`src/exec_pkg.sv`:
```
// Shared RV32I execute types; only the kept opcode classes are encoded, all else decodes illegal
package exec_pkg;

    // One data or address word
    typedef logic [31:0] word_t;

    // Register index as it sits in the instruction word
    typedef logic [4:0] reg_idx_t;

    // Major opcodes of the supported classes
    typedef enum logic [6:0] {
        opc_load   = 7'b0000011,
        opc_op_imm = 7'b0010011,
        opc_auipc  = 7'b0010111,
        opc_store  = 7'b0100011,
        opc_op     = 7'b0110011,
        opc_lui    = 7'b0110111,
        opc_branch = 7'b1100011,
        opc_jalr   = 7'b1100111,
        opc_jal    = 7'b1101111
    } opcode_e;

    // Low three bits follow funct3, bit 3 marks the alternate form
    typedef enum logic [3:0] {
        alu_add  = 4'b0000,
        alu_sll  = 4'b0001,
        alu_slt  = 4'b0010,
        alu_sltu = 4'b0011,
        alu_xor  = 4'b0100,
        alu_srl  = 4'b0101,
        alu_or   = 4'b0110,
        alu_and  = 4'b0111,
        alu_sub  = 4'b1000,
        alu_sra  = 4'b1101
    } alu_op_e;

    // Same encoding as funct3 of the branch opcode
    typedef enum logic [2:0] {
        br_beq  = 3'b000,
        br_bne  = 3'b001,
        br_blt  = 3'b100,
        br_bge  = 3'b101,
        br_bltu = 3'b110,
        br_bgeu = 3'b111
    } branch_type_e;

    // Operand A source
    typedef enum logic [1:0] {
        a_rs1  = 2'd0,
        a_pc   = 2'd1,
        a_zero = 2'd2
    } a_sel_e;

    // Operand B source
    typedef enum logic [2:0] {
        b_rs2   = 3'd0,
        b_imm_i = 3'd1,
        b_imm_s = 3'd2,
        b_imm_u = 3'd3,
        b_four  = 3'd4
    } b_sel_e;

    // Fixed PC step, no compressed instructions
    localparam word_t instr_bytes = 32'd4;

endpackage

```
`src/reg_file.sv`:
```
// Integer register file; x0 and indices at or above reg_count read zero, contents reset to zero
module reg_file import exec_pkg::*; #(
    parameter int reg_count = 32
) (
    input  logic     CLK,
    input  logic     nRST,
    input  logic     wen,
    input  reg_idx_t rd,
    input  reg_idx_t rs1,
    input  reg_idx_t rs2,
    input  word_t    w_data,
    output word_t    rs1_data,
    output word_t    rs2_data
);

    word_t regs [reg_count];
    logic  wr_ok;

    // Write only to real, non-zero registers
    assign wr_ok = wen && (rd != '0) && (int'(rd) < reg_count);

    always_ff @(posedge CLK, negedge nRST) begin
        if (!nRST) begin
            for (int i = 0; i < reg_count; i++) begin
                regs[i] <= '0;
            end
        end else if (wr_ok) begin
            regs[rd] <= w_data;
        end
    end

    // Reads see the value before this cycle's write
    // x0 is read from storage, its zero comes from reset and the write gate
    assign rs1_data = (int'(rs1) < reg_count) ? regs[rs1] : '0;
    assign rs2_data = (int'(rs2) < reg_count) ? regs[rs2] : '0;

    // x0 stays zero even right after a writeback aimed at it
    assert property (@(posedge CLK) disable iff (!nRST)
        (rs1 == '0) |-> (rs1_data == '0));
    assert property (@(posedge CLK) disable iff (!nRST)
        (rs2 == '0) |-> (rs2_data == '0));

endmodule

```
`config.mk`:
```
export PLATFORM = sky130hd
export DESIGN_NAME = reg_file
export DESIGN_NICKNAME = d
export VERILOG_FILES = /design/src/exec_pkg.sv /design/src/reg_file.sv
export SDC_FILE = /design/constraint.sdc
export NUM_CORES = 2
export LEC_CHECK = 0
export ABC_AREA = 1
export BUFFER_PORTS_ARGS = -buffer_cell sky130_fd_sc_hd__clkbuf_2
export CORE_UTILIZATION = 45
export DETAILED_ROUTE_END_ITERATION = 12
export PLACE_DENSITY = 0.7
export SLEW_MARGIN = 20
export SYNTH_ARGS = -nofsm -noshare
export SYNTH_HDL_FRONTEND = slang
export SYNTH_SLANG_ARGS = --single-unit
export TNS_END_PERCENT = 30
```
`constraint.sdc`:
```
create_clock -name CLK -period 3.8 [get_ports CLK]
set_input_delay 0.57 -clock CLK [delete_from_list [all_inputs] [get_ports CLK]]
set_output_delay 0.57 -clock CLK [all_outputs]
set_load 0.005 [all_outputs]
```
==> flow_metrics.env <==
export IMPL_final_common_cell="nand2_1"
export IMPL_relSlewSlack_pct=19.0
export IMPL_postLayoutCellArea_sq_um=62300
export IMPL_largest_register="regs"
export IMPL_top_regs="regs (1024)"
export IMPL_cts_tree="yes"
export IMPL_rows=129
export IMPL_drv_cap=0
export IMPL_path_depth=11
export IMPL_crit_fanout=118
export IMPL_fin_ws_ns=0.467
export IMPL_clk_latency_ns=0.75
export IMPL_hold_buffers=1
export IMPL_hp_class="reg2reg"
export IMPL_postLayoutCoreUtil_pct=50.4
export IMPL_p_per_area_nw_per_um2=528
export IMPL_min_delay_start="regs[1013]$_DFFE_PN0P_"
export IMPL_cpPeakStageDelay_ns=0.48
export IMPL_synth_area_leaders="dfrtp_1 (46%), nand2_1 (25%), nand3_1 (14%)"
export IMPL_crit_family="simple AND/OR/NAND/NOR gates"
export IMPL_yosysWarnings=0
export IMPL_path_cells="buf_8 -> buf_12 -> nand2_1 -> nand3_1 -> nand3_1 -> nand2_1 -> nand2_1 -> nand2_1 -> nand2_1 -> nand2_1 -> clkbuf_2"
export IMPL_grt_total_usage_pct=34.7
export IMPL_multiInputGateArea_sq_um=27600
export IMPL_crit_type="in2out"
export IMPL_nFillCells=12100
export IMPL_synth_cells=8270
export IMPL_grt_pass1_vias=54200
export IMPL_vias_per_cell=6.03
export IMPL_antenna_left=0
export IMPL_grt_max_degree=127
export IMPL_gp_congestion=0.881
export IMPL_crit_start="rs1[0]"
export IMPL_drive_above_1_share_pct=6.48
export IMPL_cts_resized=0
export IMPL_dieHeight_um=355
export IMPL_worst_slew_pin_transition_ns=1.22
export IMPL_status="finished clean"
export IMPL_ios=114
export IMPL_p_leak_nw=29.9
export IMPL_hold_violations=0
export IMPL_ff_latch_area_sq_um=25600
export IMPL_antenna_found_initial=13
export IMPL_grt_overflow=0
export IMPL_synth_cell_type_count=18
export IMPL_post_drt_wl_per_cell_um=23.0
export IMPL_core_area_sq_um=124000
export IMPL_final_nets=7957
export IMPL_start_kind="input port"
export IMPL_cts_htree_levels=3
export IMPL_crit_arrival_ns=2.76
export IMPL_rsz0062_at_grt="no"
export IMPL_drtIter0Drc=9630
export IMPL_drcViolationCount=0
export IMPL_netlist_area_leader_share_pct=45.7
export IMPL_initial_core_util_pct=45.4
export IMPL_r2r_cells=2
export IMPL_drt_pass1_iterations=7
export IMPL_min_to="regs[1013]$_DFFE_PN0P_"
export IMPL_cp_required_ns=3.23
export IMPL_numPortBuffers=113
export IMPL_place_ws_ns=0.642
export IMPL_via_count=58200
export IMPL_endpoint_kind="output port"
export IMPL_clkTransAtPathRegs_ns=0.06
export IMPL_cts_setup_buffers=0
export IMPL_slew_viol_final=0
export IMPL_syn_to_final_growth_pct=11.0
export IMPL_fin_tns_setup_ns=0
export IMPL_skew_ns=0
export IMPL_hpwl_mm=119
export IMPL_cts_max_path_buffers=3
export IMPL_dieArea_sq_um=126000
export IMPL_layout_common_cells="nand2_1 (3713), nand3_1 (1536), dfrtp_1 (1024), o21ai_0 (807), nor2_1 (161)"
export IMPL_grt_pass1_wl_mm=336
export IMPL_r2r_start="regs[239]$_DFFE_PN0P_"
export IMPL_synth_area_sq_um=56100
export IMPL_syn_nets=8320
export IMPL_worstPathBufferInverterCount=3
export IMPL_hold_slack_ns=0.402
export IMPL_irDropWorstVdd_mv=0.448
export IMPL_fin_crit_sh_pct=87.7
export IMPL_r2r_end="regs[239]$_DFFE_PN0P_"
export IMPL_cts_buffers=112
export IMPL_finalSetupViolCount=0
export IMPL_placed_area_sq_um=58300
export IMPL_die_w_um=355
export IMPL_synth_seq_cells=1024
export IMPL_drt_total_wl_mm=222
export IMPL_synth_avg_cell_area_sq_um=6.78
export IMPL_max_freq_mhz=300
export IMPL_largest_reg_flops=1024
export IMPL_critical_path_top_cell_by_count="nand2_1"
export IMPL_yosysTopAreaCell="dfrtp_1"
export IMPL_clock_root_buffer="clkbuf_16"
export IMPL_finalCriticalPeriod_ns=3.33
export IMPL_seq_area_frac_synth_pct=45.7
export IMPL_numClockSinks=1024
export IMPL_ff2ff_setup_slack_ns=3.03
export IMPL_whs_path_depth=0
export IMPL_slowest_stage="buf_12"
[Yosys cell counts]
| cell | number |
|---|---|
| a21oi_1 | 160 |
| buf_1 | 65 |
| buf_2 | 18 |
| clkbuf_1 | 667 |
| clkinv_1 | 1 |
| dfrtp_1 | 1024 |
| inv_1 | 41 |
| inv_2 | 10 |
| nand2_1 | 3731 |
| nand2_2 | 8 |
| nand3_1 | 1536 |
| nor2_1 | 161 |
| nor2_2 | 4 |
| nor3_1 | 3 |
| nor3_2 | 8 |
| nor4_4 | 1 |
| o21ai_0 | 807 |
| o21ai_1 | 25 |
[layer usage]
metal  global-route usage [%]  share of wire [%]  wire length, um  vias up
li1                         -                  -                -    26100
met1                     47.7                 39            86800    27300
met2                     50.3                 42            92600     4075
met3                     9.76                 14            31600      730
met4                     16.7                5.0            11200       12
met5                        0              0.043               95        -
[area by class of cell]
class / instances / area share (%)
antenna: 5 / 0.0201
sequential: 1024 / 41.1
multi-input combinational: 6444 / 44.4
timing repair buffer: 273 / 4.47
tap: 1637 / 3.29
clock inverter: 55 / 1.13
clock buffer: 156 / 5.20
inverter: 52 / 0.382
[cells by family (layout without fill, tap and decap cells)]
group | Yosys count | count (layout) | synth area share, %
compound gates | 992 | 992 | 8.85
flops | 1024 | 1024 | 45.7
other cells | 0 | 5 | 0
buf+inv | 802 | 536 | 5.41
simple gates | 5452 | 5452 | 40.1
[stage by stage]
stage / power (mW) / instances
2_1_floorplan: 18.8 / 8270
3_3_place_gp: 20.8 / 9429
3_5_place_dp: 21.1 / 9429
4_1_cts: 32.8 / 9641
5_1_grt: 34.5 / 9643
6_report: 32.9 / 9646
[how the worst max path moves through the flow]
stage,end,slack [ns]
after global placement,rs2_data[23],0.61
after CTS,rs1_data[23],0.63
after floorplan,rs1_data[30],1.39
after global routing,rs1_data[25],0.45
after detailed placement,rs1_data[23],0.64
final,rs1_data[18],0.47
[power breakdown]
group          total, mW  switching [mW]  internal (mW)
registers           14.6            1.67           13.0
logic               6.47            4.12           2.35
clock network       11.8            4.88           6.90
No activity file was read; power rests on OpenSTA's default activity.
