## src/exec_pkg.sv

```systemverilog
// Shared RV32I execute types; only the kept opcode classes are encoded, all else decodes illegal
package exec_pkg;

    // One data or address word
    typedef logic [31:0] word_t;

    // Register index as it sits in the instruction word
    typedef logic [4:0] reg_idx_t;

    // Major opcodes of the supported classes
    typedef enum logic [6:0] {
        opc_load   = 7'b0000011,
        opc_op_imm = 7'b0010011,
        opc_auipc  = 7'b0010111,
        opc_store  = 7'b0100011,
        opc_op     = 7'b0110011,
        opc_lui    = 7'b0110111,
        opc_branch = 7'b1100011,
        opc_jalr   = 7'b1100111,
        opc_jal    = 7'b1101111
    } opcode_e;

    // Low three bits follow funct3, bit 3 marks the alternate form
    typedef enum logic [3:0] {
        alu_add  = 4'b0000,
        alu_sll  = 4'b0001,
        alu_slt  = 4'b0010,
        alu_sltu = 4'b0011,
        alu_xor  = 4'b0100,
        alu_srl  = 4'b0101,
        alu_or   = 4'b0110,
        alu_and  = 4'b0111,
        alu_sub  = 4'b1000,
        alu_sra  = 4'b1101
    } alu_op_e;

    // Same encoding as funct3 of the branch opcode
    typedef enum logic [2:0] {
        br_beq  = 3'b000,
        br_bne  = 3'b001,
        br_blt  = 3'b100,
        br_bge  = 3'b101,
        br_bltu = 3'b110,
        br_bgeu = 3'b111
    } branch_type_e;

    // Operand A source
    typedef enum logic [1:0] {
        a_rs1  = 2'd0,
        a_pc   = 2'd1,
        a_zero = 2'd2
    } a_sel_e;

    // Operand B source
    typedef enum logic [2:0] {
        b_rs2   = 3'd0,
        b_imm_i = 3'd1,
        b_imm_s = 3'd2,
        b_imm_u = 3'd3,
        b_four  = 3'd4
    } b_sel_e;

    // Fixed PC step, no compressed instructions
    localparam word_t instr_bytes = 32'd4;

endpackage

```

## src/decode_if.sv

```systemverilog
// Decoded control bundle; immediates are full sign-extended words, shift amounts sit in imm_i
interface decode_if import exec_pkg::*; ();

    // ALU and operand selection
    alu_op_e      alu_op;
    a_sel_e       a_sel;
    b_sel_e       b_sel;

    // Register indices
    reg_idx_t     rs1;
    reg_idx_t     rs2;
    reg_idx_t     rd;

    // Immediates, already extended
    word_t        imm_i;
    word_t        imm_s;
    word_t        imm_b;
    word_t        imm_u;
    word_t        imm_j;

    // Control flow
    logic         is_branch;
    logic         is_jal;
    logic         is_jalr;
    branch_type_e branch_type;

    // Side effects for later stages
    logic         reg_write;
    logic         dren;
    logic         dwen;
    logic         illegal;

    modport decoder (output alu_op, a_sel, b_sel, rs1, rs2, rd, imm_i, imm_s, imm_b, imm_u,
                     imm_j, is_branch, is_jal, is_jalr, branch_type, reg_write, dren, dwen,
                     illegal);
    modport operands (input a_sel, b_sel, imm_i, imm_s, imm_u);
    modport alu (input alu_op);
    modport branch (input is_branch, is_jal, is_jalr, branch_type, imm_i, imm_b, imm_j);
    modport pipe (input rd, reg_write, dren, dwen, is_branch, is_jal, is_jalr, illegal);

endinterface

```

## src/alu.sv

```systemverilog
// RV32I integer ALU, purely combinational; shift amount is the low five bits of operand B
module alu import exec_pkg::*; (
    decode_if.alu dec,
    input  word_t port_a,
    input  word_t port_b,
    output word_t result
);

    logic [4:0] shamt;
    logic       lt_signed;
    logic       lt_unsigned;

    assign shamt       = port_b[4:0];
    assign lt_signed   = $signed(port_a) < $signed(port_b);
    assign lt_unsigned = port_a < port_b;

    always_comb begin
        case (dec.alu_op)
            alu_add:  result = port_a + port_b;
            alu_sub:  result = port_a - port_b;
            alu_sll:  result = port_a << shamt;
            // Compare results are zero-extended to a word
            alu_slt:  result = {31'b0, lt_signed};
            alu_sltu: result = {31'b0, lt_unsigned};
            alu_xor:  result = port_a ^ port_b;
            alu_srl:  result = port_a >> shamt;
            // Arithmetic shift keeps the sign
            alu_sra:  result = word_t'($signed(port_a) >>> shamt);
            alu_or:   result = port_a | port_b;
            alu_and:  result = port_a & port_b;
            default:  result = '0;
        endcase
    end

endmodule

```

## src/flat_wrapper.sv

```systemverilog
// flat-port wrapper written by rule: the top's interface ports become plain ports
module alu_flat import exec_pkg::*;
  (port_a, port_b, result, dec_alu_op);
  decode_if dec_i ();
  input  word_t port_a;
  input  word_t port_b;
  output word_t result;
  input wire logic [$bits(dec_i.alu_op)-1:0] dec_alu_op;
  assign dec_i.alu_op = dec_alu_op;
  alu u_core (.dec(dec_i), .port_a(port_a), .port_b(port_b), .result(result));
endmodule
```

## config.mk

```make
export PLATFORM = sky130hd
export DESIGN_NAME = alu_flat
export DESIGN_NICKNAME = d
export VERILOG_FILES = /design/src/exec_pkg.sv /design/src/decode_if.sv /design/src/alu.sv /design/src/flat_wrapper.sv
export SDC_FILE = /design/constraint.sdc
export NUM_CORES = 1
export LEC_CHECK = 0
export BUFFER_PORTS_ARGS = -buffer_cell sky130_fd_sc_hd__buf_2
export CAP_MARGIN = 20
export CORE_MARGIN = 3
export CORE_UTILIZATION = 35
export DETAILED_ROUTE_END_ITERATION = 10
export SLEW_MARGIN = 20
export SYNTH_ARGS = -nofsm -noshare
export SYNTH_HDL_FRONTEND = slang
export SYNTH_SLANG_ARGS = --single-unit
```

## constraint.sdc

```tcl
create_clock -name vclk -period 8.9
set_input_delay 0.89 -clock vclk [all_inputs]
set_output_delay 0.89 -clock vclk [all_outputs]
set_load 0.05 [all_outputs]
```

==> impl_metrics.py <==
metrics = {
    "status": {
        "status": "complete, no violations",
    },
    "timing": {
        "fin_crit_sh": 0.690,
        "finalCriticalPeriod_ns": 6.14,
        "finalWorstSetupSlack_ns": 2.76,
        "fin_tns_setup_ns": 0,
        "relSlewSlack": 0.207,
        "rsz0062_at_grt": "false",
        "finalSetupViolations": 0,
        "fmax_mhz": 163,
        "slew_viol_final": 0,
        "finalHoldViolCount": 0,
        "tightestPinTransition_ns": 1.19,
    },
    "logic_synthesis": {
        "synth_nets": 1474,
        "yosysUniqueCellTypes": 79,
        "synth_cells": 1306,
        "yosys_warnings": 0,
        "yosys-top-cells-area": "ha_1 (15%), o21ai_0 (7.3%), a21oi_1 (7.1%)",
        "avgSynthCellArea_sq_um": 6.47,
        "synth_top_area_frac": 0.145,
        "yosysTopAreaCell": "ha_1",
        "seq_area_frac_synth": 0,
        "synth_area_sq_um": 8450,
    },
    "global_routing": {
        "grt_use_total": 0.288,
        "grt_util_met2": 0.435,
        "busiest_layer": "met2",
        "met1_usage": 0.420,
        "grt_pass1_wl_um": 59200,
        "grt_max_degree": 68,
        "antenna_found_initial": 1,
        "grt.met3_usage": 0.0300,
        "grt_pass1_vias": 9535,
        "grt_overflow": 0,
    },
    "final_layout": {
        "nets": 1485,
        "stdcell_count": 1634,
        "antenna_cells": 0,
        "clock_buffers": 0,
        "fillCellCount": 2654,
        "multiInputGateArea_sq_um": 7660,
        "syn_to_final_growth_pct": 7.03,
        "drive_gt1_frac": 0.139,
        "register_area_sq_um": 0,
        "design.seq.count": 0,
        "design_area_sq_um": 9050,
    },
    "routing": {
        "vias_per_cell": 6.39,
        "wl_per_cell_um": 24.2,
        "wl_um": 39500,
        "drc": 0,
        "drt_first_pass_iters": 6,
        "vias": 10434,
        "drtAntennaViolNets": 0,
        "detail_route.iter0.violations": 1224,
    },
    "pwr": {
        "power_density_nw_per_um2": 73.4,
        "p_int_uw": 209,
        "pwr-share-comb": 1.000,
        "sw_frac_of_total": 0.685,
        "power_leakage_uw": 0.00394,
        "p_seq_frac": 0,
        "pwr-share-clk": 0,
        "ir_drop_v": 0.0000513,
        "power.switching_uw": 455,
        "p_total_uw": 664,
    },
    "die": {
        "die_y_um": 161,
        "std_cell_rows": 56,
        "start_util": 0.358,
        "num_io_pins": 100,
        "die_width_um": 161,
        "design.die.area_sq_um": 26000,
        "core_sq_um": 23600,
    },
    "clocking": {
        "cts_post_setup_buffers_inserted": 0,
        "cts_resized": 0,
        "ctsHoldBuffers": 0,
    },
    "setup_path": {
        "end_kind": "output pin",
        "crit_fanout": 54,
        "arrival_ns": 5.25,
        "slowest_delay_ns": 0.70,
        "crit_family": "compound AO/OA/AOI/OAI gates",
        "crit_top_cell": "buf_2",
        "cp_data_required_time_ns": 8.01,
        "critPathLaunchType": "input port",
        "path_buf_inv": 4,
        "crit_slowest_cell": "buf_2",
        "critPathKind": "in -> out",
        "path_cells": "buf_2 > clkinv_1 > buf_4 > ha_1 > nor2b_1 > o21ai_0 > o211a_1 > nor2_1 > a31oi_1 > o41ai_2 > a211oi_1 > or3_1 > a22oi_1 > buf_2",
    },
    "place": {
        "gp_congestion": 1.02,
        "preCtsSetupSlack_ns": 2.87,
        "portBuffers": 100,
        "placed_cell_area_sq_um": 9050,
        "dp_hpwl_um": 31500,
        "dp_cells": 1634,
    },
    "flow_run": {
        "cap_violations": 0,
    },
    "hold_path": {
        "hold_end": "result[24]",
        "hold_class": "in -> out",
        "min_path_cells": 5,
        "hold_start": "port_b[23]",
    },
}
## worst max-delay path by stage
stage,depth (start not counted),startpoint,to
2_1_floorplan,16,port_b[2],result[18]
3_3_place_gp,14,port_b[2],result[28]
3_5_place_dp,14,port_b[2],result[28]
4_1_cts,14,port_b[2],result[28]
5_1_grt,14,port_b[2],result[28]
6_report,14,port_b[2],result[28]
## metrics by stage
stage | utilization | hold slack [ns]
after floorplan | - | 2.30
after global placement | 0.383 | 2.54
after detailed placement | 0.383 | 2.53
after CTS | 0.383 | 2.54
after global routing | 0.383 | 2.60
final | 0.383 | 2.53
## cells in the mapped netlist (8+ instances only)
master    count
mux4_2       25
ha_1         98
a22oi_1      16
o22ai_1      16
mux2i_1      51
or3_1        13
a211oi_1     23
o21bai_1     11
o21ai_0     124
nand3_1      13
a221oi_1     18
nor2_1      153
mux2_2       23
nand2b_1     14
inv_1        95
a21oi_1     120
a311oi_1      8
nand2_1     134
nor4_1       13
clkbuf_1     72
o211ai_1     27
a21o_1       13
nor2b_1       9
a31oi_1      16
buf_2        25
nor3_1       26
xnor2_1       9
o31ai_1      14
## power groups by stage
stage | logic (uW) | registers (uW) | clock network (uW)
floorplan | 451 | 0 | 0
global placement | 649 | 0 | 0
detailed placement | 646 | 0 | 0
CTS | 650 | 0 | 0
global route | 712 | 0 | 0
finish | 664 | 0 | 0
## cell usage in the layout (no fill, tap or decap), types with 4 or more instances in the layout
cell type    n
a221oi_1    18
a21oi_1    120
o21ai_0    124
o21bai_1    11
a2111oi_0    5
a22oi_1     16
mux2_2      23
o21a_1       6
and2_1       5
a31oi_1     16
or2_2        5
clkinv_1     4
xnor2_1      9
nor3_1      26
o22ai_1     16
a211oi_1    23
nand2b_1    14
a31o_2       4
a211o_1      7
nand2_1    134
or3_1       13
mux4_2      25
inv_1       94
buf_2       99
nor2_1     152
o31ai_1     14
nor4_1      13
nand3_1     13
a21o_1      13
nor2b_1      9
ha_1        98
nand4_1      4
mux2i_1     51
and3_1       7
a311oi_1     8
buf_4       17
o211ai_1    27
## cell type report
type	instances	area share
well taps	319	0.0441
inverters	98	0.0407
repair buffers	116	0.0689
multi-input cells	1101	0.846
## cells by family (layout without fill, tap and decap cells)
logic type	Yosys count	in the layout	synth area share
adders and majority gates	100	100	0.150
AOI/OAI and AO/OA	483	483	0.371
muxes	99	99	0.158
buffers and inverters	205	214	0.0958
and+or+nand+nor	409	409	0.215
xor gates and xnor gates	10	10	0.0104
## metal layers
metal	part of all wire	routed length (um)
met4	0.052	2040
met2	0.43	17000
met3	0.089	3510
met1	0.43	17000
met5	0.00028	11
No activity file was read; power rests on OpenSTA's default activity.
