**config.mk**
```make
export PLATFORM = sky130hd
export DESIGN_NAME = branch_jump_unit_flat
export DESIGN_NICKNAME = d
export VERILOG_FILES = /design/src/exec_pkg.sv /design/src/decode_if.sv /design/src/branch_jump_unit.sv /design/src/flat_wrapper.sv
export SDC_FILE = /design/constraint.sdc
export NUM_CORES = 1
export LEC_CHECK = 0
export BUFFER_PORTS_ARGS = -buffer_cell sky130_fd_sc_hd__buf_2
export CORE_ASPECT_RATIO = 2
export CORE_MARGIN = 2
export CORE_UTILIZATION = 45
export DETAILED_ROUTE_END_ITERATION = 6
export PLACE_DENSITY = 0.73
export SYNTH_ARGS = -nofsm -noshare
export SYNTH_HDL_FRONTEND = slang
export SYNTH_SLANG_ARGS = --single-unit
```
**constraint.sdc**
```tcl
create_clock -name vclk -period 3.9
set_clock_uncertainty 0.1 [all_clocks]
set_input_delay 0.585 -clock vclk [all_inputs]
set_output_delay 0.585 -clock vclk [all_outputs]
set_load 0.03 [all_outputs]
```
**src/exec_pkg.sv**
```systemverilog
// Shared RV32I execute types; only the kept opcode classes are encoded, all else decodes illegal
package exec_pkg;

    // One data or address word
    typedef logic [31:0] word_t;

    // Register index as it sits in the instruction word
    typedef logic [4:0] reg_idx_t;

    // Major opcodes of the supported classes
    typedef enum logic [6:0] {
        opc_load   = 7'b0000011,
        opc_op_imm = 7'b0010011,
        opc_auipc  = 7'b0010111,
        opc_store  = 7'b0100011,
        opc_op     = 7'b0110011,
        opc_lui    = 7'b0110111,
        opc_branch = 7'b1100011,
        opc_jalr   = 7'b1100111,
        opc_jal    = 7'b1101111
    } opcode_e;

    // Low three bits follow funct3, bit 3 marks the alternate form
    typedef enum logic [3:0] {
        alu_add  = 4'b0000,
        alu_sll  = 4'b0001,
        alu_slt  = 4'b0010,
        alu_sltu = 4'b0011,
        alu_xor  = 4'b0100,
        alu_srl  = 4'b0101,
        alu_or   = 4'b0110,
        alu_and  = 4'b0111,
        alu_sub  = 4'b1000,
        alu_sra  = 4'b1101
    } alu_op_e;

    // Same encoding as funct3 of the branch opcode
    typedef enum logic [2:0] {
        br_beq  = 3'b000,
        br_bne  = 3'b001,
        br_blt  = 3'b100,
        br_bge  = 3'b101,
        br_bltu = 3'b110,
        br_bgeu = 3'b111
    } branch_type_e;

    // Operand A source
    typedef enum logic [1:0] {
        a_rs1  = 2'd0,
        a_pc   = 2'd1,
        a_zero = 2'd2
    } a_sel_e;

    // Operand B source
    typedef enum logic [2:0] {
        b_rs2   = 3'd0,
        b_imm_i = 3'd1,
        b_imm_s = 3'd2,
        b_imm_u = 3'd3,
        b_four  = 3'd4
    } b_sel_e;

    // Fixed PC step, no compressed instructions
    localparam word_t instr_bytes = 32'd4;

endpackage

```
**src/decode_if.sv**
```systemverilog
// Decoded control bundle; immediates are full sign-extended words, shift amounts sit in imm_i
interface decode_if import exec_pkg::*; ();

    // ALU and operand selection
    alu_op_e      alu_op;
    a_sel_e       a_sel;
    b_sel_e       b_sel;

    // Register indices
    reg_idx_t     rs1;
    reg_idx_t     rs2;
    reg_idx_t     rd;

    // Immediates, already extended
    word_t        imm_i;
    word_t        imm_s;
    word_t        imm_b;
    word_t        imm_u;
    word_t        imm_j;

    // Control flow
    logic         is_branch;
    logic         is_jal;
    logic         is_jalr;
    branch_type_e branch_type;

    // Side effects for later stages
    logic         reg_write;
    logic         dren;
    logic         dwen;
    logic         illegal;

    modport decoder (output alu_op, a_sel, b_sel, rs1, rs2, rd, imm_i, imm_s, imm_b, imm_u,
                     imm_j, is_branch, is_jal, is_jalr, branch_type, reg_write, dren, dwen,
                     illegal);
    modport operands (input a_sel, b_sel, imm_i, imm_s, imm_u);
    modport alu (input alu_op);
    modport branch (input is_branch, is_jal, is_jalr, branch_type, imm_i, imm_b, imm_j);
    modport pipe (input rd, reg_write, dren, dwen, is_branch, is_jal, is_jalr, illegal);

endinterface

```
**src/branch_jump_unit.sv**
```systemverilog
// Branch resolve and jump target; branch funct3 values 010 and 011 are never taken
module branch_jump_unit import exec_pkg::*; (
    decode_if.branch dec,
    input  word_t    rs1_val,
    input  word_t    rs2_val,
    input  word_t    pc,
    output logic     taken,
    output word_t    target
);

    logic  cond;
    word_t jalr_sum;

    // Comparison on the forwarded register values
    always_comb begin
        case (dec.branch_type)
            br_beq:  cond = (rs1_val == rs2_val);
            br_bne:  cond = (rs1_val != rs2_val);
            br_blt:  cond = ($signed(rs1_val) < $signed(rs2_val));
            br_bge:  cond = ($signed(rs1_val) >= $signed(rs2_val));
            br_bltu: cond = (rs1_val < rs2_val);
            br_bgeu: cond = (rs1_val >= rs2_val);
            default: cond = 1'b0;
        endcase
    end

    // Jumps always redirect
    assign taken = dec.is_branch ? cond : (dec.is_jal || dec.is_jalr);

    assign jalr_sum = rs1_val + dec.imm_i;

    // Next-PC choice, fall-through unless redirected
    always_comb begin
        if (dec.is_jal) begin
            target = pc + dec.imm_j;
        end else if (dec.is_jalr) begin
            // Bit zero of the JALR target is dropped
            target = jalr_sum & ~word_t'(1);
        end else if (dec.is_branch && cond) begin
            target = pc + dec.imm_b;
        end else begin
            target = pc + instr_bytes;
        end
    end

endmodule

```
**src/flat_wrapper.sv**
```systemverilog
// flat-port wrapper written by rule: the top's interface ports become plain ports
module branch_jump_unit_flat import exec_pkg::*;
  (rs1_val, rs2_val, pc, taken, target, dec_is_branch, dec_is_jal, dec_is_jalr, dec_branch_type, dec_imm_i, dec_imm_b, dec_imm_j);
  decode_if dec_i ();
  input  word_t rs1_val;
  input  word_t rs2_val;
  input  word_t pc;
  output logic taken;
  output word_t target;
  input wire logic [$bits(dec_i.is_branch)-1:0] dec_is_branch;
  input wire logic [$bits(dec_i.is_jal)-1:0] dec_is_jal;
  input wire logic [$bits(dec_i.is_jalr)-1:0] dec_is_jalr;
  input wire logic [$bits(dec_i.branch_type)-1:0] dec_branch_type;
  input wire logic [$bits(dec_i.imm_i)-1:0] dec_imm_i;
  input wire logic [$bits(dec_i.imm_b)-1:0] dec_imm_b;
  input wire logic [$bits(dec_i.imm_j)-1:0] dec_imm_j;
  assign dec_i.is_branch = dec_is_branch;
  assign dec_i.is_jal = dec_is_jal;
  assign dec_i.is_jalr = dec_is_jalr;
  assign dec_i.branch_type = dec_branch_type;
  assign dec_i.imm_i = dec_imm_i;
  assign dec_i.imm_b = dec_imm_b;
  assign dec_i.imm_j = dec_imm_j;
  branch_jump_unit u_core (.dec(dec_i), .rs1_val(rs1_val), .rs2_val(rs2_val), .pc(pc), .taken(taken), .target(target));
endmodule
```
==> summary.txt <==
Synth
  – Commonest cells in the netlist: 125 x ha_1, 93 x a21oi_1, 81 x nand2_1
  – Post-synth cell types: 68
  – Cells after synthesis: 952
  – Ranking of synthesized cells by area: ha_1 24%, xnor2_1 8.7%, a21oi_1 7.0%
  – Most frequent cell after synthesis: ha_1
  – Post-synth top area share: between 20% and 30%
  – Syn Std Cell Area: 6633 µm²
  – Adder-cell share of the synthesized area: about a quarter
  – Largest family of logic cells by synthesized area: compound AO/OA/AOI/OAI gates
  – Xor/xnor share of the synthesized area: ~15%
  – Synthesized area per cell: 6.967 µm²
  – Seq/Total Area, Yosys: 0%
  – Yosys warning count: 0
  – Largest area contributor in the netlist: ha_1
  – Mux contribution to synthesized area: 1.132%
  – Synthesized Nets: between 1,000 and 1,500
  – Synth Area in Compound Gates: roughly a third
  – Simple-gate area share of the yosys netlist: a little over a fifth

Critical path
  – Startpoint Class: input port
  – CP Class: input port to primary output
  – Critical path fanouts, max: 4
  – Worst setup EP type: primary output
  – CP Depth: 13
  – Worst path slowest cell: o41ai_4
  – Buf+Inv Stages, Crit Path: 2
  – Last element of the critical path: target[30]
  – Arr. time, crit path: around 3.6 ns
  – Crit-path leading delay family: compound AO/OA/AOI/OAI gates
  – CP startpoint: pc[2]
  – Slowest stage delay, CP: ~0.44 ns
  – CP Cell Sequence: buf_2, ha_1, nor2b_4, o211ai_1, a31oi_2, o41ai_4, o21ai_2, a31o_4, a211oi_4, mux2i_2, nor4_4, nor4_4, buf_6
  – Crit-path most repeated cell: nor4_4
  – Worst Path Required: about 3.2 ns

Drt
  – DRT Pass-1 Iters: 7
  – Vias: 9,044
  – Post-route ant nets: 0
  – Final wirelength: around 26 mm
  – Vias per Instance: between 5 and 6
  – Avg WL per Cell: roughly 17 µm
  – DRC: 0
  – Iteration-0 DRC Markers: 538

Placement
  – PortBufs: 231
  – HPWL after DPL: about 21 mm
  – Gp weighted congestion: slightly below 1

Global routing
  – GRT Total Usage: a little under a third
  – First-pass GRT wire length: ~41 mm
  – Largest net degree at the start of global routing: 24
  – Total gr overflow: 0
  – Initial antenna violation count: 2
  – Vias in the first global route: around 9,200

Run status
  – Failing checks: setup timing
  – Outcome: finished with violations

Power and ir drop
  – PwrDens: 185.3 nW/µm²
  – Static leakage: ~5 nW
  – Worst IR Drop VDD: approximately 100 µV

Floorplan
  – Die W: 89.85 µm
  – Area of the die: around 16,000 µm²
  – # rows: 62
  – Num ports: between 200 and 250
  – Die Y: 175.7 µm
  – Core footprint: between 10,000 and 15,000 µm²
  – Starting density of the core: 46.22%

Timing
  – RSZ-0062 raised after global routing: yes
  – Ratio of final minimum period to clock period: 108.5%
  – Pins Over Slew Limit: 0
  – Slew margin rel.: 53.32%
  – Fmax: roughly 240 MHz
  – Fin Setup TNS: -7.194 ns
  – Final hold violations: 0
  – Slew @ Worst Pin: around 0.7 ns
  – Final setup fails: 33
  – Post-route minimum period: 4.231 ns
  – Setup ws final: -0.3308 ns

Finish
  – Clock buffers: 0
  – FFs & Latches: 0
  – Sequential Area: 0 µm²
  – Share of cells above drive strength 1: between 30 and 40%
  – Area of the multi-input gates: a little under 7000 µm²
  – P&R area growth vs syn: 51.40%
  – Fin util: roughly 70%
  – Nets: roughly 1,700
  – Filler Cells Inserted: roughly 1,200

Min path
  – Worst hold path depth: 3
  – Worst Hold Class: input port to primary output

Job
  – Max cap viols: 0
## logic make-up (layout without fill, tap and decap cells)
logic type / Yosys count / count (layout)
AOI/OAI and AO/OA: 336 / 336
adders and majority gates: 128 / 128
xor gates and xnor gates: 110 / 110
and+or+nand+nor: 288 / 288
buffers and inverters: 83 / 472
other: 0 / 2
muxes: 7 / 7
## area by class of cell
cell class | instances | share of cell area, %
antenna | 2 | 0.04984
inverter | 60 | 2.268
multi-input combinational | 869 | 67.82
tap | 192 | 2.392
timing repair buffer | 412 | 27.47
## placed cells by master, fill, tap and decap left out, types with 5 or more instances in the layout
master and n:
o31ai_1 5, a21oi_1 82, buf_6 15, xor2_1 44, buf_4 197, ha_1 120
o21ai_2 9, a211o_1 5, and4_1 9, and3_1 10, ha_4 5, o211ai_1 15
nor2_1 47, buf_2 194, o22ai_1 5, nand4_1 17, o21ai_0 41, o21bai_1 10
a22oi_1 14, a21oi_2 9, and2_1 7, o21a_1 9, nor2b_1 12, a31o_2 5
nand2_1 77, inv_1 55, nor3_1 13, o21ai_1 27, or3_1 6, a31oi_1 9
nand2b_1 13, xnor2_1 63, nand3_1 41, a21o_1 35
## power by group
group	leakage (nW)	internal, mW	total (mW)	switching [mW]
combinational	5.01	0.865	1.86	0.996
clock	0.0000127	0.0000000686	0.0000000686	0
sequential	0	0	0	0
## routing by layer
metal / GRT usage [%] / part of all wire [%] / vias to the layer above
li1: - / - / 4353
met1: 31.28 / 35 / 4193
met2: 61.68 / 53 / 388
met3: 2.231 / 5.3 / 110
met4: 16.54 / 6.1 / 0
met5: 0 / 0 / -
## how the worst min path moves through the flow
| stage | slack, ns | endpoint | start |
|---|---|---|---|
| after floorplan | 1.35 | target[2] | pc[2] |
| after global placement | 1.48 | taken | dec_is_branch |
| after detailed placement | 1.47 | taken | dec_is_branch |
| after CTS | 1.47 | taken | dec_is_branch |
| after global routing | 1.50 | taken | dec_is_branch |
| final | 1.49 | taken | dec_is_branch |
## through the flow
step	hold WS [ns]	instances	power (mW)	area [µm²]	setup WS [ns]
CTS	1.466	1529	1.764	9771	-0.2883
global route	1.496	1535	1.999	10040	-0.3913
detailed placement	1.468	1520	1.613	9268	-0.4840
floorplan	1.346	952	1.003	6704	-0.06377
finish	1.489	1535	1.861	10040	-0.3308
global placement	1.481	1520	1.602	9268	-0.4158
## what timing repair did
| action | 4_1_cts | 5_1_grt |
|---|---|---|
| setup buffers | 5 | 6 |
| gates cloned | 4 | 0 |
| endpoints found under the hold margin | 0 | 0 |
| resized for setup | 99 | 62 |
| pin swaps | 18 | 28 |
| endpoints found under the setup margin | 33 | 33 |
| hold buffers | 0 | 0 |
No activity file was read; power rests on OpenSTA's default activity.
