## src/exec_pkg.sv

```systemverilog
// Shared RV32I execute types; only the kept opcode classes are encoded, all else decodes illegal
package exec_pkg;

    // One data or address word
    typedef logic [31:0] word_t;

    // Register index as it sits in the instruction word
    typedef logic [4:0] reg_idx_t;

    // Major opcodes of the supported classes
    typedef enum logic [6:0] {
        opc_load   = 7'b0000011,
        opc_op_imm = 7'b0010011,
        opc_auipc  = 7'b0010111,
        opc_store  = 7'b0100011,
        opc_op     = 7'b0110011,
        opc_lui    = 7'b0110111,
        opc_branch = 7'b1100011,
        opc_jalr   = 7'b1100111,
        opc_jal    = 7'b1101111
    } opcode_e;

    // Low three bits follow funct3, bit 3 marks the alternate form
    typedef enum logic [3:0] {
        alu_add  = 4'b0000,
        alu_sll  = 4'b0001,
        alu_slt  = 4'b0010,
        alu_sltu = 4'b0011,
        alu_xor  = 4'b0100,
        alu_srl  = 4'b0101,
        alu_or   = 4'b0110,
        alu_and  = 4'b0111,
        alu_sub  = 4'b1000,
        alu_sra  = 4'b1101
    } alu_op_e;

    // Same encoding as funct3 of the branch opcode
    typedef enum logic [2:0] {
        br_beq  = 3'b000,
        br_bne  = 3'b001,
        br_blt  = 3'b100,
        br_bge  = 3'b101,
        br_bltu = 3'b110,
        br_bgeu = 3'b111
    } branch_type_e;

    // Operand A source
    typedef enum logic [1:0] {
        a_rs1  = 2'd0,
        a_pc   = 2'd1,
        a_zero = 2'd2
    } a_sel_e;

    // Operand B source
    typedef enum logic [2:0] {
        b_rs2   = 3'd0,
        b_imm_i = 3'd1,
        b_imm_s = 3'd2,
        b_imm_u = 3'd3,
        b_four  = 3'd4
    } b_sel_e;

    // Fixed PC step, no compressed instructions
    localparam word_t instr_bytes = 32'd4;

endpackage

```

## src/decode_if.sv

```systemverilog
// Decoded control bundle; immediates are full sign-extended words, shift amounts sit in imm_i
interface decode_if import exec_pkg::*; ();

    // ALU and operand selection
    alu_op_e      alu_op;
    a_sel_e       a_sel;
    b_sel_e       b_sel;

    // Register indices
    reg_idx_t     rs1;
    reg_idx_t     rs2;
    reg_idx_t     rd;

    // Immediates, already extended
    word_t        imm_i;
    word_t        imm_s;
    word_t        imm_b;
    word_t        imm_u;
    word_t        imm_j;

    // Control flow
    logic         is_branch;
    logic         is_jal;
    logic         is_jalr;
    branch_type_e branch_type;

    // Side effects for later stages
    logic         reg_write;
    logic         dren;
    logic         dwen;
    logic         illegal;

    modport decoder (output alu_op, a_sel, b_sel, rs1, rs2, rd, imm_i, imm_s, imm_b, imm_u,
                     imm_j, is_branch, is_jal, is_jalr, branch_type, reg_write, dren, dwen,
                     illegal);
    modport operands (input a_sel, b_sel, imm_i, imm_s, imm_u);
    modport alu (input alu_op);
    modport branch (input is_branch, is_jal, is_jalr, branch_type, imm_i, imm_b, imm_j);
    modport pipe (input rd, reg_write, dren, dwen, is_branch, is_jal, is_jalr, illegal);

endinterface

```

## src/control_decoder.sv

```systemverilog
// RV32I decoder for OP, OP-IMM, LUI, AUIPC, JAL, JALR, branches, loads and stores only
module control_decoder import exec_pkg::*; (
    input word_t       instr,
    decode_if.decoder  dec
);

    opcode_e    opcode;
    logic [2:0] funct3;

    // Map funct3 and bit 30 onto an ALU operation
    function automatic alu_op_e arith_op(logic [2:0] f3, logic alt, logic is_reg);
        case (f3)
            3'b000:  return (alt && is_reg) ? alu_sub : alu_add;
            3'b001:  return alu_sll;
            3'b010:  return alu_slt;
            3'b011:  return alu_sltu;
            3'b100:  return alu_xor;
            3'b101:  return alt ? alu_sra : alu_srl;
            3'b110:  return alu_or;
            default: return alu_and;
        endcase
    endfunction

    assign opcode = opcode_e'(instr[6:0]);
    assign funct3 = instr[14:12];

    // Fixed field positions
    assign dec.rd          = instr[11:7];
    assign dec.rs1         = instr[19:15];
    assign dec.rs2         = instr[24:20];
    assign dec.branch_type = branch_type_e'(funct3);

    // Immediate formats, sign taken from bit 31
    assign dec.imm_i = {{20{instr[31]}}, instr[31:20]};
    assign dec.imm_s = {{20{instr[31]}}, instr[31:25], instr[11:7]};
    assign dec.imm_b = {{19{instr[31]}}, instr[31], instr[7], instr[30:25], instr[11:8], 1'b0};
    assign dec.imm_u = {instr[31:12], 12'b0};
    assign dec.imm_j = {{11{instr[31]}}, instr[31], instr[19:12], instr[20], instr[30:21], 1'b0};

    always_comb begin
        // Defaults describe a harmless add with nothing enabled
        dec.alu_op    = alu_add;
        dec.a_sel     = a_rs1;
        dec.b_sel     = b_rs2;
        dec.is_branch = 1'b0;
        dec.is_jal    = 1'b0;
        dec.is_jalr   = 1'b0;
        dec.reg_write = 1'b0;
        dec.dren      = 1'b0;
        dec.dwen      = 1'b0;
        dec.illegal   = 1'b0;
        case (opcode)
            opc_op: begin
                dec.reg_write = 1'b1;
                dec.alu_op    = arith_op(funct3, instr[30], 1'b1);
            end
            opc_op_imm: begin
                dec.reg_write = 1'b1;
                dec.b_sel     = b_imm_i;
                dec.alu_op    = arith_op(funct3, instr[30], 1'b0);
            end
            opc_load: begin
                dec.reg_write = 1'b1;
                dec.dren      = 1'b1;
                dec.b_sel     = b_imm_i;
            end
            opc_store: begin
                dec.dwen  = 1'b1;
                dec.b_sel = b_imm_s;
            end
            opc_lui: begin
                dec.reg_write = 1'b1;
                dec.a_sel     = a_zero;
                dec.b_sel     = b_imm_u;
            end
            opc_auipc: begin
                dec.reg_write = 1'b1;
                dec.a_sel     = a_pc;
                dec.b_sel     = b_imm_u;
            end
            // Link value is pc plus four through the ALU
            opc_jal, opc_jalr: begin
                dec.reg_write = 1'b1;
                dec.is_jal    = (opcode == opc_jal);
                dec.is_jalr   = (opcode == opc_jalr);
                dec.a_sel     = a_pc;
                dec.b_sel     = b_four;
            end
            // Condition is resolved in the branch unit, ALU result unused
            opc_branch: dec.is_branch = 1'b1;
            default:    dec.illegal   = 1'b1;
        endcase
    end

endmodule

```

## src/flat_wrapper.sv

```systemverilog
// flat-port wrapper written by rule: the top's interface ports become plain ports
module control_decoder_flat import exec_pkg::*;
  (instr, dec_alu_op, dec_a_sel, dec_b_sel, dec_rs1, dec_rs2, dec_rd, dec_imm_i, dec_imm_s, dec_imm_b, dec_imm_u, dec_imm_j, dec_is_branch, dec_is_jal, dec_is_jalr, dec_branch_type, dec_reg_write, dec_dren, dec_dwen, dec_illegal);
  decode_if dec_i ();
  input word_t instr;
  output wire logic [$bits(dec_i.alu_op)-1:0] dec_alu_op;
  output wire logic [$bits(dec_i.a_sel)-1:0] dec_a_sel;
  output wire logic [$bits(dec_i.b_sel)-1:0] dec_b_sel;
  output wire logic [$bits(dec_i.rs1)-1:0] dec_rs1;
  output wire logic [$bits(dec_i.rs2)-1:0] dec_rs2;
  output wire logic [$bits(dec_i.rd)-1:0] dec_rd;
  output wire logic [$bits(dec_i.imm_i)-1:0] dec_imm_i;
  output wire logic [$bits(dec_i.imm_s)-1:0] dec_imm_s;
  output wire logic [$bits(dec_i.imm_b)-1:0] dec_imm_b;
  output wire logic [$bits(dec_i.imm_u)-1:0] dec_imm_u;
  output wire logic [$bits(dec_i.imm_j)-1:0] dec_imm_j;
  output wire logic [$bits(dec_i.is_branch)-1:0] dec_is_branch;
  output wire logic [$bits(dec_i.is_jal)-1:0] dec_is_jal;
  output wire logic [$bits(dec_i.is_jalr)-1:0] dec_is_jalr;
  output wire logic [$bits(dec_i.branch_type)-1:0] dec_branch_type;
  output wire logic [$bits(dec_i.reg_write)-1:0] dec_reg_write;
  output wire logic [$bits(dec_i.dren)-1:0] dec_dren;
  output wire logic [$bits(dec_i.dwen)-1:0] dec_dwen;
  output wire logic [$bits(dec_i.illegal)-1:0] dec_illegal;
  assign dec_alu_op = dec_i.alu_op;
  assign dec_a_sel = dec_i.a_sel;
  assign dec_b_sel = dec_i.b_sel;
  assign dec_rs1 = dec_i.rs1;
  assign dec_rs2 = dec_i.rs2;
  assign dec_rd = dec_i.rd;
  assign dec_imm_i = dec_i.imm_i;
  assign dec_imm_s = dec_i.imm_s;
  assign dec_imm_b = dec_i.imm_b;
  assign dec_imm_u = dec_i.imm_u;
  assign dec_imm_j = dec_i.imm_j;
  assign dec_is_branch = dec_i.is_branch;
  assign dec_is_jal = dec_i.is_jal;
  assign dec_is_jalr = dec_i.is_jalr;
  assign dec_branch_type = dec_i.branch_type;
  assign dec_reg_write = dec_i.reg_write;
  assign dec_dren = dec_i.dren;
  assign dec_dwen = dec_i.dwen;
  assign dec_illegal = dec_i.illegal;
  control_decoder u_core (.instr(instr), .dec(dec_i));
endmodule
```

## config.mk

```make
export PLATFORM = sky130hd
export DESIGN_NAME = control_decoder_flat
export DESIGN_NICKNAME = d
export VERILOG_FILES = /design/src/exec_pkg.sv /design/src/decode_if.sv /design/src/control_decoder.sv /design/src/flat_wrapper.sv
export SDC_FILE = /design/constraint.sdc
export NUM_CORES = 1
export LEC_CHECK = 0
export BUFFER_PORTS_ARGS = -buffer_cell sky130_fd_sc_hd__buf_2
export CAP_MARGIN = 20
export CORE_AREA = 2 2 87 89
export DETAILED_ROUTE_END_ITERATION = 16
export DIE_AREA = 0 0 89 91
export GPL_ROUTABILITY_DRIVEN = 0
export REMOVE_ABC_BUFFERS = 1
export SETUP_SLACK_MARGIN = 0.5
export SLEW_MARGIN = 20
export SYNTH_ARGS = -nofsm -noshare
export SYNTH_HDL_FRONTEND = slang
export SYNTH_SLANG_ARGS = --single-unit
```

## constraint.sdc

```tcl
create_clock -name vclk -period 0.8
set_input_delay 0.12 -clock vclk [all_inputs]
set_output_delay 0.12 -clock vclk [all_outputs]
set_load 0.005 [all_outputs]
```

==> summary.txt <==
Hold path
  – Hold path depth: 0
  – Min-Delay Path Class: in2out
  – Worst Hold Path EP: dec_rs1[3]
  – Hold Crit Start: instr[18]

Finish
  – Clock tree buffer count of the final layout: 0
  – Fin cells: 208
  – Fillers: 829
  – Multi-input gate area: 403 sq um
  – Register Area: 0 sq um
  – Final Util: 15.4%
  – FFs & Latches: 0
  – Share of cells above drive strength 1: 71.6%
  – P&R area growth vs syn: -30.7%
  – ANT cells: 0
  – Final net count: 143

Global routing
  – Antenna violations before repair: 0
  – Total Routing Usage GR: 12.3%
  – GR Overflow Total: 0
  – Vias in the first global route: 727
  – Global-route wire length before repair: 6760 um
  – Largest net degree at the start of global routing: 76

Run
  – Max-cap viol count: 0

Route
  – Residual DRC count: 0
  – Number of vias per cell: 3.50
  – Routed via count: 729
  – Routed length per instance: 26.8 um
  – Routed WL: 5580 um
  – DRT Pass-1 Iters: 2
  – Final ANT Viol Nets: 0
  – Iter 0 DRT Violations: 25

Floorplanning
  – # IOs: 226
  – Initial core utilization: 22.2%
  – DIE WIDTH: 89 um
  – Row count: 31
  – Die Area: 0.00810 sq mm
  – Core footprint: 0.00714 sq mm
  – Die Y: 91 um

Outcome
  – Status: finished with violations
  – Failing checks: setup timing

Placement
  – PortBufs: 41
  – Placed Cells: 204

Power
  – Max IR drop VDD: 0.0731 mV
  – Pwr dens: 395 mW/mm^2
  – P_leak: 0.520 nW

Timing
  – Fin. Hold Viols: 0
  – Final Slew Violations: 0
  – Final setup viols: 16
  – Final worst setup slack: -0.306 ns
  – Post-route clock period utilization: 138%
  – Fin crit period: 1.11 ns
  – RSZ-0062 raised after global routing: yes
  – Fmax: 905 MHz

Critical path
  – Crit path arrival time: 0.99 ns
  – Req. time, crit path: 0.68 ns
  – Crit. End Element: output pin
  – CP max FO: 4
  – CP Class: in2out
  – Nature of the critical path startpoint: primary input

Logic synthesis
  – Count of cell types in the netlist: 22
  – Syn. warnings: 0
  – Cell count after synthesis: 217
  – Sequential element share of the synthesized area: 0%
  – Mapped Area: 0.00158 sq mm
  – Mean Syn Cell Area: 7.29 sq um
-- worst max path at each step --
stage	start	endpoint	cells after the start
after global routing	instr[3]	dec_dwen	5
after global placement	instr[3]	dec_dren	5
final	instr[3]	dec_dwen	5
after detailed placement	instr[3]	dec_dren	5
after floorplan	instr[3]	dec_dren	3
after CTS	instr[3]	dec_dren	5
-- logic make-up after synthesis --
family	count (synthesis)	share of synthesized area [%]
buffers and inverters	181	85.2
other	1	0.237
AND/OR/NAND/NOR	26	11.3
AO/OA/AOI/OAI	9	3.24
-- cells in the final DEF (no fill, tap or decap) --
cell type and count:
buf_6 28, buf_2 16, conb_1 14, buf_4 7, buf_8 5, a21oi_1 3
and2_1 3, nand2_1 3, nor2_4 3, nand2b_4 2, inv_1 2, nor3_2 2
a21oi_2 2, buf_12 2, nor3b_1 1, nand3b_4 1, nor2b_4 1, nor3b_4 1
and4bb_1 1, and2_4 1, or3_4 1, nor2_1 1, nor3_1 1, nand4b_4 1
nor2_2 1, nor3_4 1, o21a_1 1, o32ai_2 1, nor4_4 1, o21ai_1 1
o21ai_2 1
-- per-layer routing --
| metal | global-route usage, % | up-vias | part of all wire [%] |
|---|---|---|---|
| li1 | - | 268 | - |
| met1 | 7.84 | 304 | 20 |
| met2 | 25.2 | 157 | 59 |
| met3 | 11.5 | 0 | 22 |
| met4 | 0 | 0 | 0 |
| met5 | 0.699 | - | 0 |
-- area by class of cell --
type	instances	area share [%]
multi-input cells	49	36.7
repair buffers	58	51.3
inverters	2	0.684
well taps	99	11.3
-- power breakdown --
group | total, mW | switching (mW) | leakage [nW] | internal [mW]
combinational | 0.433 | 0.183 | 0.520 | 0.250
clock | 0 | 0 | 0 | 0
sequential | 0 | 0 | 0 | 0
-- Yosys cell counts, drive strengths merged --
cell / number / area share (%)
nand4b: 1 / 0.95
buf: 179 / 85
nor2b: 1 / 0.55
nand2b: 2 / 0.79
conb: 1 / 0.24
nor3b: 2 / 1.3
and4bb: 1 / 0.79
or3: 1 / 0.40
nand3b: 1 / 1.3
nand2: 3 / 0.71
nor2: 5 / 1.3
a21oi: 5 / 1.6
nor3: 4 / 1.3
o21ai: 2 / 0.63
nor4: 1 / 0.40
inv: 2 / 0.47
and2: 4 / 1.6
o32ai: 1 / 0.55
o21a: 1 / 0.47
-- worst max-delay path, cell delays in order --
cell and delay (ns):
buf_6 0.09, nand3b_4 0.17, or3_4 0.36, nor2_1 0.11, buf_2 0.13
-- through the flow --
step	TNS [ns]	total power [mW]	hold WS (ns)	setup WS, ns	instance area [sq um]
6_report	-3.34	0.433	0.240	-0.306	1100
5_1_grt	-4.12	0.465	0.240	-0.348	1100
4_1_cts	-3.29	0.389	0.240	-0.339	1020
3_5_place_dp	-4.14	0.241	0.240	-0.422	729
3_3_place_gp	-4.18	0.238	0.240	-0.419	729
2_1_floorplan	-0.214	0.0673	0.240	-0.114	290
-- repair_timing --
| action | in CTS | in global routing |
|---|---|---|
| hold buffers | 0 | 0 |
| buffers inserted | 2 | 2 |
| gates resized for setup | 56 | 13 |
| pin swaps | 10 | 4 |
| endpoints found under the setup margin | 30 | 30 |
| hold endpoints to repair | 0 | 0 |
Power figures use the tool's default switching activity.
